==> config.mk <==
export PLATFORM = sky130hd
export DESIGN_NAME = rv_core_top
export DESIGN_NICKNAME = d
export VERILOG_FILES = /design/src/hw/rv_pkg.sv /design/src/hw/decode_unit.sv /design/src/hw/execute_unit.sv /design/src/hw/fetch_unit.sv /design/src/hw/regfile.sv /design/src/hw/rv_core_top.sv
export VERILOG_INCLUDE_DIRS = /design/src /design/src/include
export SDC_FILE = /design/constraint.sdc
export NUM_CORES = 2
export LEC_CHECK = 0
export BUFFER_PORTS_ARGS = -buffer_cell sky130_fd_sc_hd__buf_2
export CAP_MARGIN = 20
export CORE_AREA = 2 2 467 376
export CTS_CLUSTER_DIAMETER = 150
export DETAILED_ROUTE_END_ITERATION = 10
export DIE_AREA = 0 0 469 378
export PLACE_DENSITY_LB_ADDON = 0.12
export SYNTH_ARGS = -nofsm -noshare
export SYNTH_HDL_FRONTEND = slang
export SYNTH_SLANG_ARGS = --single-unit
export TNS_END_PERCENT = 10
==> constraint.sdc <==
create_clock -name clk -period 8.3 [get_ports clk]
set_clock_uncertainty 0.15 [all_clocks]
set_input_delay 1.66 -clock clk [delete_from_list [all_inputs] [get_ports clk]]
set_output_delay 1.66 -clock clk [all_outputs]
set_load 0.02 [all_outputs]
==> src/include/rv_consts.svh <==
// ~~~~~~~~~~~~~~~~~~~~~~~~~~~~~~~~~~~~~~~~~~~~~~~~~
// RV32I constants, integer ALU, branch and jump subset only
// ~~~~~~~~~~~~~~~~~~~~~~~~~~~~~~~~~~~~~~~~~~~~~~~~~
`ifndef RV_CONSTS_SVH
`define RV_CONSTS_SVH

`define RV_XLEN        32
`define RV_REG_ADDR_W  5
`define RV_NUM_REGS    32
`define RV_RESET_PC    32'h0000_0000

// major opcodes, inst[6:0]
`define RV_OP_OP       7'b0110011
`define RV_OP_OP_IMM   7'b0010011
`define RV_OP_LUI      7'b0110111
`define RV_OP_AUIPC    7'b0010111
`define RV_OP_BRANCH   7'b1100011
`define RV_OP_JAL      7'b1101111
`define RV_OP_JALR     7'b1100111

`define RV_F3_ADD      3'b000 // also SUB
`define RV_F3_SLL      3'b001
`define RV_F3_SLT      3'b010
`define RV_F3_SLTU     3'b011
`define RV_F3_XOR      3'b100
`define RV_F3_SRL      3'b101 // also SRA
`define RV_F3_OR       3'b110
`define RV_F3_AND      3'b111
`define RV_F3_BEQ      3'b000
`define RV_F3_BNE      3'b001
`define RV_F3_BLT      3'b100
`define RV_F3_BGE      3'b101
`define RV_F3_BLTU     3'b110
`define RV_F3_BGEU     3'b111

`define RV_F7_ALT      7'b0100000 // SUB / SRA

`endif

==> src/hw/rv_pkg.sv <==
// ~~~~~~~~~~~~~~~~~~~~~~~~~~~~~~~~~~~~~~~~~~~~~~~~~
// types shared by the core; no load/store or CSR fields
// ~~~~~~~~~~~~~~~~~~~~~~~~~~~~~~~~~~~~~~~~~~~~~~~~~
`include "rv_consts.svh"

package rv_pkg;

    // instruction class, drives operand select in execute
    typedef enum logic [2:0] {
        CLS_R,    // register-register ALU
        CLS_I,    // register-immediate ALU
        CLS_U,    // LUI / AUIPC
        CLS_B,    // conditional branch
        CLS_J,    // JAL
        CLS_JR,   // JALR
        CLS_NONE  // unsupported, retires as nop
    } inst_class_t;

    typedef enum logic [3:0] {
        ALU_ADD, ALU_SUB, ALU_SLL, ALU_SLT, ALU_SLTU,
        ALU_XOR, ALU_SRL, ALU_SRA, ALU_OR, ALU_AND
    } alu_op_t;

    typedef struct packed {
        inst_class_t               cls;
        alu_op_t                   alu_op;
        logic [2:0]                funct3;  // branch condition
        logic [`RV_REG_ADDR_W-1:0] rd;
        logic [`RV_REG_ADDR_W-1:0] rs1;
        logic [`RV_REG_ADDR_W-1:0] rs2;
        logic [`RV_XLEN-1:0]       imm;
        logic                      lui;     // U class with zero base
    } decoded_t;

    typedef struct packed {
        logic [`RV_XLEN-1:0]       pc;
        logic [`RV_XLEN-1:0]       next_pc;
        logic [`RV_REG_ADDR_W-1:0] rd;
        logic [`RV_XLEN-1:0]       wdata;
        logic                      we;
    } retire_t;

    typedef struct packed {
        logic [`RV_XLEN-1:0] araddr;
        logic [2:0]          arprot;
    } axi_ar_t;

    typedef struct packed {
        logic [`RV_XLEN-1:0] rdata;
        logic [1:0]          rresp;
    } axi_r_t;

endpackage

==> src/hw/decode_unit.sv <==
// ~~~~~~~~~~~~~~~~~~~~~~~~~~~~~~~~~~~~~~~~~~~~~~~~~
// combinational; opcodes outside the ALU/branch/jump set give CLS_NONE
// ~~~~~~~~~~~~~~~~~~~~~~~~~~~~~~~~~~~~~~~~~~~~~~~~~
`timescale 1ns/1ps
`include "rv_consts.svh"

module decode_unit (
    input  logic [`RV_XLEN-1:0] inst,
    output rv_pkg::decoded_t    dec
);
    import rv_pkg::*;

    logic [6:0]          opcode;
    logic [6:0]          funct7;
    logic [2:0]          funct3;
    logic [`RV_XLEN-1:0] imm_i;
    logic [`RV_XLEN-1:0] imm_u;
    logic [`RV_XLEN-1:0] imm_b;
    logic [`RV_XLEN-1:0] imm_j;
    inst_class_t         cls;
    alu_op_t             alu_op;

    assign opcode = inst[6:0];
    assign funct3 = inst[14:12];
    assign funct7 = inst[31:25];

    // immediate formats
    assign imm_i = {{20{inst[31]}}, inst[31:20]};
    assign imm_u = {inst[31:12], 12'b0};
    assign imm_b = {{19{inst[31]}}, inst[31], inst[7], inst[30:25], inst[11:8], 1'b0};
    assign imm_j = {{11{inst[31]}}, inst[31], inst[19:12], inst[20], inst[30:21], 1'b0};

    always_comb begin
        case (opcode)
            `RV_OP_OP:     cls = CLS_R;
            `RV_OP_OP_IMM: cls = CLS_I;
            `RV_OP_LUI,
            `RV_OP_AUIPC:  cls = CLS_U;
            `RV_OP_BRANCH: cls = CLS_B;
            `RV_OP_JAL:    cls = CLS_J;
            `RV_OP_JALR:   cls = CLS_JR;
            default:       cls = CLS_NONE;
        endcase
    end

    // ALU op only matters for R and I; everything else adds
    always_comb begin
        alu_op = ALU_ADD;
        if (cls == CLS_R || cls == CLS_I) begin
            case (funct3)
                `RV_F3_ADD: begin
                    // ADDI has no SUB form, imm bits would alias funct7
                    if (cls == CLS_R && funct7 == `RV_F7_ALT) alu_op = ALU_SUB;
                end
                `RV_F3_SLL:  alu_op = ALU_SLL;
                `RV_F3_SLT:  alu_op = ALU_SLT;
                `RV_F3_SLTU: alu_op = ALU_SLTU;
                `RV_F3_XOR:  alu_op = ALU_XOR;
                `RV_F3_SRL:  alu_op = funct7[5] ? ALU_SRA : ALU_SRL; // SRAI too
                `RV_F3_OR:   alu_op = ALU_OR;
                `RV_F3_AND:  alu_op = ALU_AND;
                default:     alu_op = ALU_ADD;
            endcase
        end
    end

    always_comb begin
        dec        = '0;
        dec.cls    = cls;
        dec.alu_op = alu_op;
        dec.funct3 = funct3;
        dec.rd     = inst[11:7];
        dec.rs1    = inst[19:15];
        dec.rs2    = inst[24:20];
        dec.lui    = (opcode == `RV_OP_LUI);
        case (cls)
            CLS_I, CLS_JR: dec.imm = imm_i;
            CLS_U:         dec.imm = imm_u;
            CLS_B:         dec.imm = imm_b;
            CLS_J:         dec.imm = imm_j;
            default:       dec.imm = '0;
        endcase
    end

endmodule

==> src/hw/execute_unit.sv <==
// ~~~~~~~~~~~~~~~~~~~~~~~~~~~~~~~~~~~~~~~~~~~~~~~~~
// combinational; retire_valid follows inst_valid with no stall
// ~~~~~~~~~~~~~~~~~~~~~~~~~~~~~~~~~~~~~~~~~~~~~~~~~
`timescale 1ns/1ps
`include "rv_consts.svh"

module execute_unit (
    input  logic                inst_valid,
    input  logic [`RV_XLEN-1:0] inst_pc,
    input  rv_pkg::decoded_t    dec,
    input  logic [`RV_XLEN-1:0] rs1_data,
    input  logic [`RV_XLEN-1:0] rs2_data,
    output logic                retire_valid,
    output rv_pkg::retire_t     retire
);
    import rv_pkg::*;

    logic [`RV_XLEN-1:0] op_a;
    logic [`RV_XLEN-1:0] op_b;
    logic [`RV_XLEN-1:0] alu_res;
    logic [`RV_XLEN-1:0] pc_plus4;
    logic [`RV_XLEN-1:0] next_pc;
    logic                taken;
    logic                link;

    assign pc_plus4 = inst_pc + 32'd4;

    // operand select
    always_comb begin
        case (dec.cls)
            CLS_R: begin
                op_a = rs1_data;
                op_b = rs2_data;
            end
            CLS_U: begin
                op_a = dec.lui ? '0 : inst_pc;
                op_b = dec.imm;
            end
            CLS_B, CLS_J: begin
                op_a = inst_pc;   // target = pc + offset
                op_b = dec.imm;
            end
            default: begin    // I, JR, NONE
                op_a = rs1_data;
                op_b = dec.imm;
            end
        endcase
    end

    // ALU
    always_comb begin
        case (dec.alu_op)
            ALU_ADD:  alu_res = op_a + op_b;
            ALU_SUB:  alu_res = op_a - op_b;
            ALU_SLL:  alu_res = op_a << op_b[4:0];
            ALU_SLT:  alu_res = {31'b0, $signed(op_a) < $signed(op_b)};
            ALU_SLTU: alu_res = {31'b0, op_a < op_b};
            ALU_XOR:  alu_res = op_a ^ op_b;
            ALU_SRL:  alu_res = op_a >> op_b[4:0];
            ALU_SRA:  alu_res = $unsigned($signed(op_a) >>> op_b[4:0]);
            ALU_OR:   alu_res = op_a | op_b;
            ALU_AND:  alu_res = op_a & op_b;
            default:  alu_res = op_a + op_b;
        endcase
    end

    // branch compare on the register values, not the ALU operands
    always_comb begin
        case (dec.funct3)
            `RV_F3_BEQ:  taken = (rs1_data == rs2_data);
            `RV_F3_BNE:  taken = (rs1_data != rs2_data);
            `RV_F3_BLT:  taken = ($signed(rs1_data) < $signed(rs2_data));
            `RV_F3_BGE:  taken = ($signed(rs1_data) >= $signed(rs2_data));
            `RV_F3_BLTU: taken = (rs1_data < rs2_data);
            `RV_F3_BGEU: taken = (rs1_data >= rs2_data);
            default:     taken = 1'b0;
        endcase
    end

    always_comb begin
        case (dec.cls)
            CLS_B:   next_pc = taken ? alu_res : pc_plus4;
            CLS_J:   next_pc = alu_res;
            CLS_JR:  next_pc = {alu_res[`RV_XLEN-1:1], 1'b0};
            default: next_pc = pc_plus4;
        endcase
    end

    assign link = (dec.cls == CLS_J) || (dec.cls == CLS_JR);

    assign retire_valid   = inst_valid;
    assign retire.pc      = inst_pc;
    assign retire.next_pc = next_pc;
    assign retire.rd      = dec.rd;
    assign retire.wdata   = link ? pc_plus4 : alu_res;
    assign retire.we      = (dec.rd != '0) && (dec.cls != CLS_B) && (dec.cls != CLS_NONE);

endmodule

==> src/hw/fetch_unit.sv <==
// ~~~~~~~~~~~~~~~~~~~~~~~~~~~~~~~~~~~~~~~~~~~~~~~~~
// one read outstanding at most; rresp is not checked
// ~~~~~~~~~~~~~~~~~~~~~~~~~~~~~~~~~~~~~~~~~~~~~~~~~
`timescale 1ns/1ps
`include "rv_consts.svh"

module fetch_unit (
    input  logic                clk,
    input  logic                reset,
    // AXI4-Lite read address
    output logic                arvalid,
    input  logic                arready,
    output rv_pkg::axi_ar_t     ar,
    // AXI4-Lite read data
    input  logic                rvalid,
    output logic                rready,
    input  rv_pkg::axi_r_t      r,
    // to decode / execute
    output logic                inst_valid,
    output logic [`RV_XLEN-1:0] inst,
    output logic [`RV_XLEN-1:0] inst_pc,
    // from retire
    input  logic                retire_valid,
    input  logic [`RV_XLEN-1:0] next_pc
);
    import rv_pkg::*;

    typedef enum logic [1:0] {
        ST_IDLE,  // only after reset
        ST_AR,    // address offered
        ST_R,     // waiting for data
        ST_EXEC   // instruction held for its retire cycle
    } fetch_state_t;

    fetch_state_t        state;
    fetch_state_t        state_nxt;
    logic [`RV_XLEN-1:0] pc;

    always_comb begin
        state_nxt = state;
        case (state)
            ST_IDLE: state_nxt = ST_AR;
            ST_AR:   if (arready) state_nxt = ST_R;
            ST_R:    if (rvalid) state_nxt = ST_EXEC;
            ST_EXEC: if (retire_valid) state_nxt = ST_AR;
            default: state_nxt = ST_IDLE;
        endcase
    end

    always_ff @(posedge clk) begin
        if (reset) begin
            state <= ST_IDLE;
            pc    <= `RV_RESET_PC;
        end else begin
            state <= state_nxt;
            if (retire_valid) pc <= next_pc; // closing edge of retire
        end
    end

    // instruction word, loaded on the R handshake
    always_ff @(posedge clk) begin
        if (state == ST_R && rvalid) begin
            inst <= r.rdata;
        end
    end

    // pc only moves in EXEC, so araddr is stable while arvalid waits
    assign arvalid   = (state == ST_AR);
    assign ar.araddr = pc;
    assign ar.arprot = 3'b000;   // unprivileged data
    assign rready    = (state == ST_R);

    assign inst_valid = (state == ST_EXEC);
    assign inst_pc    = pc;

endmodule

==> src/hw/regfile.sv <==
// ~~~~~~~~~~~~~~~~~~~~~~~~~~~~~~~~~~~~~~~~~~~~~~~~~
// x0 reads as zero whatever is written to it
// ~~~~~~~~~~~~~~~~~~~~~~~~~~~~~~~~~~~~~~~~~~~~~~~~~
`timescale 1ns/1ps
`include "rv_consts.svh"

module regfile (
    input  logic                      clk,
    input  logic                      reset,
    input  logic                      we,
    input  logic [`RV_REG_ADDR_W-1:0] waddr,
    input  logic [`RV_XLEN-1:0]       wdata,
    input  logic [`RV_REG_ADDR_W-1:0] raddr1,
    input  logic [`RV_REG_ADDR_W-1:0] raddr2,
    output logic [`RV_XLEN-1:0]       rdata1,
    output logic [`RV_XLEN-1:0]       rdata2
);

    logic [`RV_XLEN-1:0] regs [`RV_NUM_REGS];

    always_ff @(posedge clk) begin
        if (reset) begin
            for (int i = 0; i < `RV_NUM_REGS; i++) begin
                regs[i] <= '0;
            end
        end else if (we) begin
            regs[waddr] <= wdata;  // end of retire cycle
        end
    end

    // read ports are asynchronous, execute sees them in the same cycle
    assign rdata1 = (raddr1 == '0) ? '0 : regs[raddr1];
    assign rdata2 = (raddr2 == '0) ? '0 : regs[raddr2];

endmodule

==> src/hw/rv_core_top.sv <==
// ~~~~~~~~~~~~~~~~~~~~~~~~~~~~~~~~~~~~~~~~~~~~~~~~~
// RV32I core, AXI4-Lite read port only; retire cannot be stalled
// ~~~~~~~~~~~~~~~~~~~~~~~~~~~~~~~~~~~~~~~~~~~~~~~~~
`timescale 1ns/1ps
`include "rv_consts.svh"

module rv_core_top (
    input  logic            clk,
    input  logic            reset,
    output logic            arvalid,
    input  logic            arready,
    output rv_pkg::axi_ar_t ar,
    input  logic            rvalid,
    output logic            rready,
    input  rv_pkg::axi_r_t  r,
    output logic            retire_valid,
    output rv_pkg::retire_t retire
);
    import rv_pkg::*;

    logic                inst_valid;
    logic [`RV_XLEN-1:0] inst;
    logic [`RV_XLEN-1:0] inst_pc;
    decoded_t            dec;
    logic [`RV_XLEN-1:0] rs1_data;
    logic [`RV_XLEN-1:0] rs2_data;

    fetch_unit u_fetch (
        .clk          (clk),
        .reset        (reset),
        .arvalid      (arvalid),
        .arready      (arready),
        .ar           (ar),
        .rvalid       (rvalid),
        .rready       (rready),
        .r            (r),
        .inst_valid   (inst_valid),
        .inst         (inst),
        .inst_pc      (inst_pc),
        .retire_valid (retire_valid),
        .next_pc      (retire.next_pc)
    );

    decode_unit u_decode (
        .inst (inst),
        .dec  (dec)
    );

    regfile u_regfile (
        .clk    (clk),
        .reset  (reset),
        .we     (retire_valid & retire.we),
        .waddr  (retire.rd),
        .wdata  (retire.wdata),
        .raddr1 (dec.rs1),
        .raddr2 (dec.rs2),
        .rdata1 (rs1_data),
        .rdata2 (rs2_data)
    );

    execute_unit u_execute (
        .inst_valid   (inst_valid),
        .inst_pc      (inst_pc),
        .dec          (dec),
        .rs1_data     (rs1_data),
        .rs2_data     (rs2_data),
        .retire_valid (retire_valid),
        .retire       (retire)
    );

endmodule

==> impl_metrics.tcl <==
set metrics [dict create \
    synth.mux.area_fraction_pct 21.2 \
    synth_edf_count 1056 \
    grt_setup_unrepaired "yes" \
    drtIter0Drc 8914 \
    dpl.hpwl_um 240000 \
    detail-route-antenna-nets 0 \
    slew_viol_final 0 \
    synth_top_family_by_area "multiplexers" \
    post_dp_cell_area_mm2 0.0766 \
    antenna_found_initial 7 \
    core-area_mm2 0.173 \
    ys_ff_latch 1100 \
    drive_gt1_share_pct 30.5 \
    crit_type "flip-flop to output port" \
    worstPathRequired_ns 6.49 \
    syn_area_mm2 0.0686 \
    clk_pin_slew_ns 0.06 \
    gr-total-overflow 0 \
    clk_path_buf_depth 3 \
    yosysSeqAreaShare_pct 47.5 \
    cts_made_buffers 117 \
    drv_cap 0 \
    final_cell_area_mm2 0.0831 \
    vias 57918 \
    period_share_pct 104 \
    tightest_slew_ns 1.26 \
    fmax_mhz 116 \
    period_needed_ns 8.63 \
    setup_viol 50 \
    ios 178 \
    globalplace.congestion 1.09 \
    grt_max_degree 55 \
    irDropWorstVdd_mv 0.207 \
    swShare_pct 42.8 \
    grt_pass1_wl_um 455000 \
    placed_cells 8610 \
    synth_area_leaders "edfxtp_1 (46%), mux4_2 (14%), nor2_1 (6.5%), mux2i_1 (6.2%), ha_1 (2.4%)" \
    numClockSinks 1100 \
    yosys_warnings 0 \
    fin_cells 8926 \
    die_y_um 378 \
    crit_path_max_fanout 8 \
    end_kind "output port" \
    clockPowerShare_pct 22.0 \
    synth_top_area_share_pct 46.2 \
    p_leak_nw 32.4 \
    die_x_um 469 \
    p_per_area_mw_per_mm2 303 \
    arrival_ns 6.82 \
    hold_viol 0 \
    final.setup.worst_slack_ns -0.330 \
    synth-compound-area-share_pct 11.1 \
    run_status "complete, but fails checks" \
    synthArstFlopShare_pct 0 \
    maxSlewHeadroom_pct 15.7 \
    firstDrtPassIters 6 \
    internal-power_mw 14.4 \
    power.total_mw 25.1 \
    violations "negative setup slack" \
    h-tree-depth 3 \
    regToRegSetupSlack_ns 1.32 \
    synthAdderAreaFrac_pct 2.50 \
    yosys.area_share.simple_pct 11.7 \
    start_util_pct 39.6 \
    cts_hold_buf 0 \
    p_seq_share_pct 26.1 \
    net-switching-power_mw 10.8 \
    whs_ns 0.410 \
    grt_pass1_vias 54632 \
    viasPerCell 6.49 \
    die_area_mm2 0.177 \
    yosysMostFrequentCell "nor2_1" \
    drc 0 \
    wire_per_inst_um 37.5 \
    p_comb_share_pct 51.9 \
    io_buffers 172 \
    syn_inst 5939 \
    grt.total_usage_pct 37.2 \
    fin_nets 6703 \
    netlist_top_cells_count "nor2_1 (1188), edfxtp_1 (1056), mux4_2 (439), mux2i_1 (422), nand2_1 (326)" \
    avgSynthCellArea_um2 11.6 \
    yosys_most_used_dff "edfxtp_1" \
    area_growth_pct 21.1 \
    insertion_delay_ns 0.80 \
    yosysTopAreaCell "edfxtp_1" \
    yosys.area_share.xor_xnor_pct 0.817 \
    cts_tree "built" \
    synth_cell_types 113 \
    hold_class "flip-flop to flip-flop" \
    start_kind "flip-flop" \
    dp_slack_ns -0.236 \
    drt_wl_total_um 335000 \
    cts_root_buf "clkbuf_16" \
    num_rows 137 \
]
[power by group through the flow]
| stage | clock network [mW] | logic (mW) | registers [mW] |
|---|---|---|---|
| after floorplan | 0 | 6.15 | 6.56 |
| after global placement | 0 | 11.8 | 6.65 |
| after detailed placement | 0 | 11.8 | 6.66 |
| after CTS | 5.58 | 12.5 | 6.54 |
| after global routing | 5.79 | 13.5 | 6.57 |
| final | 5.54 | 13.0 | 6.55 |
[worst max-delay path, cell delays in order (launching register included)]
cell	delay [ns]
dfxtp_4	0.42
buf_12	0.15
buf_16	0.17
buf_16	0.15
buf_4	0.12
mux4_2	0.49
mux4_2	0.59
mux2i_4	0.22
nor2_4	0.10
a221o_2	0.46
ha_4	0.29
buf_6	0.13
nor4_4	0.31
buf_4	0.17
a211oi_4	0.07
buf_6	0.14
a21oi_2	0.12
nor2_1	0.06
o21ai_2	0.17
xnor2_2	0.15
a221o_1	0.35
or4b_4	0.59
a21oi_4	0.24
buf_12	0.18
inv_4	0.03
buf_6	0.12
[cell families after synthesis]
family,Yosys count
AOI/OAI and AO/OA,1082
other,1
buffers and inverters,751
xor gates and xnor gates,64
DFF,1100
and+or+nand+nor,1907
adders and majority gates,136
muxes,898
[cells in the final DEF, fill, tap and decap left out, drive strengths merged, types with 45 or more instances in the layout]
cell type     n
xnor2        45
a22oi        63
buf        1002
clkbuf      148
clkinv       52
mux2i       424
nor3         91
nor2       1219
ha          134
nand2       326
mux4        439
o22ai        60
edfxtp     1056
o211ai       68
a21oi       196
a22o         80
inv         179
nand3        95
o21ai       224
[area by class of cell]
type                            instances  area [µm²]
Sequential cell                      1100       32600
Clock inverter                         74         910
Clock buffer                          143        3050
Tap cell                             2293        2870
Fill cell                           15882       90000
Inverter                              180         697
Multi-Input combinational cell       4122       34300
Timing Repair Buffer                 1008        8680
Antenna cell                            6        15.0
[routing by layer]
layer	vias up	share of wire [%]	GRT usage [%]
met5	-	0.0078	0
met4	4	6.3	19.1
met3	634	12	8.76
met2	4013	41	52.2
met1	29734	41	53.5
li1	23533	-	-
[through the flow]
step           setup TNS [ns]  util (%)
2_1_floorplan               0         -
3_3_place_gp           -0.524      44.2
3_5_place_dp           -0.872      44.2
4_1_cts                 -9.71      47.5
5_1_grt                -15.91      48.0
6_report                -8.79      48.0
[what timing repair did]
item                       4_1_cts  5_1_grt
setup buffers                   54       32
resized for setup              260      113
gates cloned                     6        3
pin swaps                       67       56
setup endpoints to repair       59       58
[worst paths after layout]
path,depth (start not counted),end,startpoint
hold reg to reg,1,flip-flop,u_fetch.inst[17]
hold / removal,1,flip-flop,u_fetch.inst[17]
setup reg to reg,25,u_regfile.regs[5][17],flip-flop
setup / recovery,25,retire[18],flip-flop
[state kept, by name (all words and copies together) (netlist names), named ones only]
| name | count |
|---|---|
| u_fetch.inst | 32 |
| u_fetch.inst_pc | 32 |
| u_fetch.state | 2 |
| u_regfile.regs | 1024 |
(Power assumes the default switching activity.)
